`src/design/coreExecPkg.sv`:
```
package coreExecPkg;

	localparam int dataWidth = 16;
	localparam int regCount = 16;
	localparam int regIdWidth = 4;

	// opcode map, every other value is illegal.
	localparam logic [3:0] opAdd = 4'd0;
	localparam logic [3:0] opSub = 4'd1;
	localparam logic [3:0] opXor = 4'd2;
	localparam logic [3:0] opSll = 4'd4;
	localparam logic [3:0] opSra = 4'd5;
	localparam logic [3:0] opRor = 4'd6;
	localparam logic [3:0] opLlb = 4'd10;
	localparam logic [3:0] opLhb = 4'd11;

	typedef struct packed {
		logic [3:0] opcode;
		logic [regIdWidth-1:0] rd;
		logic [regIdWidth-1:0] rs;
		logic [regIdWidth-1:0] rt; // shift amount for shifts and rotate.
	} rTypeFields_t;

	typedef struct packed {
		logic [3:0] opcode;
		logic [regIdWidth-1:0] rd;
		logic [7:0] imm8;
	} immTypeFields_t;

	// the same 16-bit word seen as register or immediate format.
	typedef union packed {
		rTypeFields_t rType;
		immTypeFields_t immType;
	} instrWord_t;

	typedef enum logic [2:0] {
		aluAdd,
		aluSub,
		aluXor,
		aluSll,
		aluSra,
		aluRor,
		aluLlb,
		aluLhb
	} aluOp_t;

endpackage

```
`src/design/regFileIf.sv`:
```
`timescale 1ns/1ps

interface regFileIf;

	logic [coreExecPkg::regIdWidth-1:0] srcReg1;
	logic [coreExecPkg::regIdWidth-1:0] srcReg2;
	logic [coreExecPkg::regIdWidth-1:0] dstReg;
	logic writeReg; // one-cycle strobe, lands at the next edge.
	logic [coreExecPkg::dataWidth-1:0] dstData;
	logic [coreExecPkg::dataWidth-1:0] srcData1;
	logic [coreExecPkg::dataWidth-1:0] srcData2;

	modport fileSide (
		input srcReg1, srcReg2, dstReg, writeReg, dstData,
		output srcData1, srcData2
	);

	modport issueSide (
		output srcReg1, srcReg2, dstReg, writeReg, dstData,
		input srcData1, srcData2
	);

endinterface

```
`src/design/registerFile.sv`:
```
`timescale 1ns/1ps

module registerFile (
	input logic clk,
	input logic reset,
	regFileIf.fileSide rf
);

	logic [coreExecPkg::dataWidth-1:0] regs [coreExecPkg::regCount];
	logic [coreExecPkg::regCount-1:0] wordLine;

	// one enable per register, all low without a write strobe.
	always_comb begin
		wordLine = '0;
		if (rf.writeReg) begin
			wordLine[rf.dstReg] = 1'b1;
		end
	end

	always_ff @(posedge clk) begin
		for (int i = 0; i < coreExecPkg::regCount; i++) begin
			if (reset) begin
				regs[i] <= '0;
			end else if (wordLine[i]) begin
				regs[i] <= rf.dstData;
			end
		end
	end

	// reads see the stored value only, no write bypass.
	assign rf.srcData1 = regs[rf.srcReg1];
	assign rf.srcData2 = regs[rf.srcReg2];

	property writeKnown;
		@(posedge clk) disable iff (reset)
			rf.writeReg |-> !$isunknown({rf.dstReg, rf.dstData});
	endproperty

	writeKnownCheck: assert property (writeKnown)
		else $error("register write with unknown id or data");

endmodule

```
`src/design/aluUnit.sv`:
```
`timescale 1ns/1ps

module aluUnit (
	input coreExecPkg::aluOp_t aluOp,
	input logic [coreExecPkg::dataWidth-1:0] operandA,
	input logic [coreExecPkg::dataWidth-1:0] operandB,
	input logic [3:0] shiftAmount,
	input logic [7:0] imm8,
	output logic [coreExecPkg::dataWidth-1:0] aluResult,
	output logic saturated,
	output logic resultZero
);

	localparam int msb = coreExecPkg::dataWidth - 1;

	logic isSub;
	logic [coreExecPkg::dataWidth-1:0] bSel;
	logic [coreExecPkg::dataWidth-1:0] rawSum;
	logic [coreExecPkg::dataWidth-1:0] satValue;
	logic [2*coreExecPkg::dataWidth-1:0] rotWide;
	logic sumOverflow;

	// subtract as a plus not b plus one.
	assign isSub = (aluOp == coreExecPkg::aluSub);
	assign bSel = isSub ? ~operandB : operandB;
	assign rawSum = operandA + bSel + {{(coreExecPkg::dataWidth-1){1'b0}}, isSub};

	// same-sign inputs with a flipped result sign overflowed.
	assign sumOverflow = (operandA[msb] == bSel[msb]) && (rawSum[msb] != operandA[msb]);
	assign satValue = operandA[msb] ? 16'h8000 : 16'h7fff;

	assign rotWide = {operandA, operandA} >> shiftAmount;

	always_comb begin
		aluResult = '0;
		saturated = 1'b0;
		case (aluOp)
			coreExecPkg::aluAdd,
			coreExecPkg::aluSub: begin
				aluResult = sumOverflow ? satValue : rawSum;
				saturated = sumOverflow;
			end
			coreExecPkg::aluXor: begin
				aluResult = operandA ^ operandB;
			end
			coreExecPkg::aluSll: begin
				aluResult = operandA << shiftAmount;
			end
			coreExecPkg::aluSra: begin
				aluResult = $signed(operandA) >>> shiftAmount; // sign fills from the top.
			end
			coreExecPkg::aluRor: begin
				aluResult = rotWide[coreExecPkg::dataWidth-1:0];
			end
			coreExecPkg::aluLlb: begin
				aluResult = {operandA[msb:8], imm8}; // keep the high byte.
			end
			coreExecPkg::aluLhb: begin
				aluResult = {imm8, operandA[7:0]}; // keep the low byte.
			end
			default: begin
				aluResult = '0;
			end
		endcase
	end

	assign resultZero = (aluResult == '0);

endmodule

```
`src/design/issueStage.sv`:
```
`timescale 1ns/1ps

module issueStage (
	input logic clk,
	input logic reset,
	input logic instrValid,
	input coreExecPkg::instrWord_t instr,
	regFileIf.issueSide rf,
	output coreExecPkg::aluOp_t aluOp,
	output logic [coreExecPkg::dataWidth-1:0] operandA,
	output logic [coreExecPkg::dataWidth-1:0] operandB,
	output logic [3:0] shiftAmount,
	output logic [7:0] imm8,
	input logic [coreExecPkg::dataWidth-1:0] aluResult,
	input logic saturated,
	input logic resultZero,
	output logic resultValid,
	output logic [coreExecPkg::dataWidth-1:0] result,
	output logic [coreExecPkg::regIdWidth-1:0] resultDst,
	output logic illegal,
	output logic flagZero,
	output logic flagOverflow,
	output logic flagNegative
);

	coreExecPkg::instrWord_t instrQ;
	logic validQ;
	logic isLegal;
	logic isImm;
	logic isArith;
	logic [coreExecPkg::regIdWidth-1:0] dstSel;

	always_comb begin
		isLegal = 1'b1;
		aluOp = coreExecPkg::aluAdd;
		case (instrQ.rType.opcode)
			coreExecPkg::opAdd: aluOp = coreExecPkg::aluAdd;
			coreExecPkg::opSub: aluOp = coreExecPkg::aluSub;
			coreExecPkg::opXor: aluOp = coreExecPkg::aluXor;
			coreExecPkg::opSll: aluOp = coreExecPkg::aluSll;
			coreExecPkg::opSra: aluOp = coreExecPkg::aluSra;
			coreExecPkg::opRor: aluOp = coreExecPkg::aluRor;
			coreExecPkg::opLlb: aluOp = coreExecPkg::aluLlb;
			coreExecPkg::opLhb: aluOp = coreExecPkg::aluLhb;
			default: isLegal = 1'b0;
		endcase
	end

	assign isImm = (aluOp == coreExecPkg::aluLlb) || (aluOp == coreExecPkg::aluLhb);
	assign isArith = (aluOp == coreExecPkg::aluAdd) || (aluOp == coreExecPkg::aluSub);
	assign dstSel = instrQ.rType.rd;

	// byte loads read rd so the other byte survives.
	assign rf.srcReg1 = isImm ? instrQ.immType.rd : instrQ.rType.rs;
	assign rf.srcReg2 = instrQ.rType.rt;
	assign operandA = rf.srcData1;
	assign operandB = rf.srcData2;
	assign shiftAmount = instrQ.rType.rt;
	assign imm8 = instrQ.immType.imm8;

	// write lands at the same edge that reports the result.
	assign rf.writeReg = validQ && isLegal;
	assign rf.dstReg = dstSel;
	assign rf.dstData = aluResult;

	always_ff @(posedge clk) begin
		if (reset) begin
			validQ <= 1'b0;
			resultValid <= 1'b0;
			illegal <= 1'b0;
			flagZero <= 1'b0;
			flagOverflow <= 1'b0;
			flagNegative <= 1'b0;
		end else begin
			validQ <= instrValid;
			resultValid <= validQ;
			illegal <= validQ && !isLegal;
			if (validQ && isLegal && !isImm) begin // byte loads keep the flags.
				flagZero <= resultZero;
				flagOverflow <= isArith && saturated;
				flagNegative <= isArith && aluResult[coreExecPkg::dataWidth-1];
			end
		end
	end

	always_ff @(posedge clk) begin
		if (instrValid) begin
			instrQ <= instr;
		end
		if (validQ) begin
			result <= isLegal ? aluResult : '0;
			resultDst <= dstSel;
		end
	end

	property resultPairNeedsStrobes;
		@(posedge clk) disable iff (reset)
			resultValid && $past(resultValid) |-> $past(instrValid, 2) && $past(instrValid, 3);
	endproperty

	resultPairCheck: assert property (resultPairNeedsStrobes)
		else $error("back-to-back results without back-to-back instructions");

endmodule

```
`src/design/coreExec.sv`:
```
`timescale 1ns/1ps

module coreExec (
	input logic clk,
	input logic reset,
	input logic instrValid,
	input logic [coreExecPkg::dataWidth-1:0] instr,
	output logic resultValid,
	output logic [coreExecPkg::dataWidth-1:0] result,
	output logic [coreExecPkg::regIdWidth-1:0] resultDst,
	output logic illegal,
	output logic flagZero,
	output logic flagOverflow,
	output logic flagNegative
);

	coreExecPkg::aluOp_t aluOp;
	logic [coreExecPkg::dataWidth-1:0] operandA;
	logic [coreExecPkg::dataWidth-1:0] operandB;
	logic [3:0] shiftAmount;
	logic [7:0] imm8;
	logic [coreExecPkg::dataWidth-1:0] aluResult;
	logic saturated;
	logic resultZero;

	regFileIf rfBus ();

	issueStage issue0 (
		.clk(clk),
		.reset(reset),
		.instrValid(instrValid),
		.instr(instr),
		.rf(rfBus.issueSide),
		.aluOp(aluOp),
		.operandA(operandA),
		.operandB(operandB),
		.shiftAmount(shiftAmount),
		.imm8(imm8),
		.aluResult(aluResult),
		.saturated(saturated),
		.resultZero(resultZero),
		.resultValid(resultValid),
		.result(result),
		.resultDst(resultDst),
		.illegal(illegal),
		.flagZero(flagZero),
		.flagOverflow(flagOverflow),
		.flagNegative(flagNegative)
	);

	aluUnit alu0 (
		.aluOp(aluOp),
		.operandA(operandA),
		.operandB(operandB),
		.shiftAmount(shiftAmount),
		.imm8(imm8),
		.aluResult(aluResult),
		.saturated(saturated),
		.resultZero(resultZero)
	);

	registerFile regFile0 (
		.clk(clk),
		.reset(reset),
		.rf(rfBus.fileSide)
	);

endmodule

```
`config.mk`:
```
export PLATFORM = sky130hd
export DESIGN_NAME = coreExec
export DESIGN_NICKNAME = d
export VERILOG_FILES = /design/src/design/coreExecPkg.sv /design/src/design/regFileIf.sv /design/src/design/registerFile.sv /design/src/design/aluUnit.sv /design/src/design/issueStage.sv /design/src/design/coreExec.sv
export SDC_FILE = /design/constraint.sdc
export NUM_CORES = 1
export LEC_CHECK = 0
export CORE_ASPECT_RATIO = 0.6
export CORE_MARGIN = 2
export CORE_UTILIZATION = 35
export DETAILED_ROUTE_END_ITERATION = 6
export DONT_BUFFER_PORTS = 1
export SETUP_SLACK_MARGIN = 0.5
export SLEW_MARGIN = 15
export SYNTH_ARGS = -nofsm -noshare
export SYNTH_HDL_FRONTEND = slang
export SYNTH_SLANG_ARGS = --single-unit
export TNS_END_PERCENT = 1
```
`constraint.sdc`:
```
create_clock -name clk -period 12.9 [get_ports clk]
set_input_delay 0.645 -clock clk [delete_from_list [all_inputs] [get_ports clk]]
set_output_delay 0.645 -clock clk [all_outputs]
set_load 0.05 [all_outputs]
```
==> results.ini <==
[run_status]
status = complete, no violations

[timing]
setup_viol = 0
slew_viol_final = 0
finalSetupTns_ps = 0
max_freq_ghz = 0.125
whs_ps = 96.3
relSlewSlack = 0.138
skew_ps = 14.6
finalCritPeriodShare = 0.619
hold_viol = 0
period_minus_slack_ps = 7990
setup_slack_ps = 4910
tightest_slew_ps = 1290
rsz0062_at_grt = no

[pwr]
p_int_uw = 1940
p_sw_frac = 0.419
power.switching_uw = 1390
p_leak_uw = 0.00807
power_frac_seq = 0.359
vdd_drop_max_mv = 0.120
power.density_nw_per_um2 = 146
pwr-share-comb = 0.377
clkPwrFrac = 0.264

[yosys]
synth_ff_type = edfxtp_1
syn-num-nets = 2029
synth-edff-count = 292
async_reset_ff_frac = 0
ys_types = 100
ys_seq_area_frac = 0.426
postSynthCellCount = 1995
syn_area_per_cell_um2 = 10.6
synth_area_um2 = 21100
ys.warnings.count = 0
synth_seq_cells = 302

[worst_setup_path]
startpoint = issue0.instrQ[13]$_DFFE_PP_
regToRegStartpoint = issue0.instrQ[13]$_DFFE_PP_
slowest_stage = nor4_2
slowest_delay_ps = 790
crit_required_ps = 13400
cp_top_family = compound AO/OA/AOI/OAI gates
cp-start-kind = register
arrival_ps = 8480
cp-end-kind = register
cp_max_fo = 40
crit_path_cell_trace = and3b_2 -> buf_4 -> buf_4 -> nor2_2 -> nor2_1 -> o211ai_1 -> o21ai_2 -> o21ai_0 -> fa_1 -> a21o_1 -> a21oi_1 -> o21bai_1 -> a21oi_1 -> o21bai_1 -> a2111oi_0 -> nor2_1 -> nor4_2 -> o32ai_4 -> o2111ai_1 -> nor3_1 -> a32o_1
path_buf_inv = 2
critPathKind = register to register

[clock_tree]
post_cts_resized = 0
clkLatencyLatePin_ps = 610
cts_hold_buf = 0
h-tree-depth = 1
cts.sinks = 302
root_buffer = clkbuf_16
clockBufferDepth = 3
cts_buffers = 31
path_clk_slew_ps = 60
cts_tree = built
post-cts-setup-buffers = 0

[floorplanning]
initial_core_util = 0.355
floorplan.rows = 69
core-area_um2 = 59300
die_w_um = 321
die-area_um2 = 62200
ioPinCount = 44
fp.dieH_um = 194

[hold_path]
worstHoldStart = reset
hold_path.class = primary input to register

[drt]
drcViolationCount = 0
routedWlPerCell_um = 35.6
viasPerCell = 6.94
wl_met2_mm = 35.3
highest_layer = met5
ant_nets = 0
drt-met1-wl_mm = 41.5
wl_mm = 97.3
drt-initial-drc-count = 3855
vias = 18900
dr_wl_met3_mm = 18.3
firstDrtPassIters = 6

[layout]
drive_above_1_share = 0.162
nets = 1960
final_cell_mix = nor2_1, edfxtp_1, mux2i_1, nand2_1, mux4_2
layout_commonest_cell = nor2_1
design_area_um2 = 22800
syn2layout_area_growth_pct = 8.36

[placement]
dp_hpwl_mm = 68.1
post_dp_cell_area_um2 = 21900
dp_slack_ps = 4890
place_congestion = 1.00
io_buffers = 0

[flow_run]
max_cap_viol_count = 0

[global_routing]
grt-ovfl-total = 0
grt_usage = 0.305
antenna_found_initial = 4
grt_pass1_vias = 17600
grt_max_degree = 84
grt_pass1_wl_mm = 136

through the flow:
stage / cells / total power [µW] / utilization
after floorplan: 1995 / 1930 / -
after global placement: 2674 / 2390 / 0.368
after detailed placement: 2674 / 2390 / 0.368
after CTS: 2728 / 3250 / 0.384
after global routing: 2731 / 3400 / 0.385
final: 2731 / 3330 / 0.385
cell usage after synthesis (7+ instances only):
cell       count  area [µm²]
nor2_1       312        1170
edfxtp_1     292        8770
mux2i_1      160        1600
nand2_1      153         574
mux4_2        93        2090
clkbuf_1      86         323
o21ai_0       74         370
a21oi_1       68         340
nor3_1        61         305
nand3_1       60         300
buf_2         51         255
o211ai_1      44         330
nand2b_1      31         194
xnor2_1       30         263
mux2_2        28         315
a31oi_1       26         163
a2111oi_0     23         201
inv_1         23        86.3
nor2b_1       23         144
and3_1        21         131
a211oi_1      20         150
nand4_1       20         125
o221ai_1      18         158
o22ai_1       17         106
ha_1          14         175
a221oi_1      12         105
and2_1        12        75.1
a22oi_1       11        82.6
dfxtp_1       10         200
o2111ai_1     10        87.6
buf_1          9        33.8
buf_4          8        60.1
o21ai_2        8        70.1
or2_2          8        50.1
a21o_1         7        52.6
o21ai_1        7        35.0
logic make-up (layout without fill, tap and decap cells):
logic type / Yosys count / count (layout) / synth area share
and+or+nand+nor: 738 / 738 / 0.161
AOI/OAI and AO/OA: 432 / 432 / 0.154
DFF: 302 / 302 / 0.426
muxes: 287 / 287 / 0.194
buffers and inverters: 189 / 141 / 0.0421
xor gates and xnor gates: 32 / 32 / 0.0133
adders and majority gates: 15 / 15 / 0.00927
other: 0 / 3 / 0
layer usage:
layer,GRT usage,vias to the layer above
met1,0.469,9531
li1,-,7545
met4,0.0624,2
met5,0,-
met2,0.374,1703
met3,0.148,168
path summary, 6_finish.rpt:
check / end / slack (ps) / cells past startpoint
setup reg to reg: issue0.flagZero$_SDFFE_PP0P_ / 4910 / 21
hold reg to reg: issue0.flagOverflow$_SDFFE_PP0P_ / 780 / 2
setup / recovery: issue0.flagZero$_SDFFE_PP0P_ / 4910 / 21
hold / removal: issue0.validQ$_SDFF_PP0_ / 100 / 1
state kept, by name (all words and copies together), names as in the netlist, named ones only:
name and cells:
issue0.flagNegative 1, issue0.flagOverflow 1, issue0.flagZero 1, issue0.illegal 1
issue0.instrQ 16, issue0.result 16, issue0.resultDst 4, issue0.resultValid 1
issue0.validQ 1, regFile0.regs 256
worst register-to-register path, cell delays in order (launching register included):
cell and delay, ps:
edfxtp_1 630, and3b_2 260, buf_4 400, buf_4 540
nor2_2 180, nor2_1 740, o211ai_1 490, o21ai_2 430
o21ai_0 260, fa_1 510, a21o_1 180, a21oi_1 210
o21bai_1 120, a21oi_1 280, o21bai_1 150, a2111oi_0 560
nor2_1 120, nor4_2 790, o32ai_4 450, o2111ai_1 270
nor3_1 90, a32o_1 220
area by class of cell:
type / count / area [µm²]
inverter: 26 / 97.6
clock buffer: 37 / 798
sequential: 302 / 8980
timing repair buffer: 61 / 483
tap: 781 / 977
antenna: 3 / 7.51
multi-input combinational: 1504 / 11400
fill: 5715 / 36500
clock inverter: 17 / 120
power by group through the flow:
stage	Combinational, µW	Clock [µW]	Sequential (µW)
finish	1250	879	1200
global placement	1180	0	1210
floorplan	746	0	1190
CTS	1170	877	1200
global route	1280	910	1200
detailed placement	1170	0	1220
(Power assumes the default switching activity.)
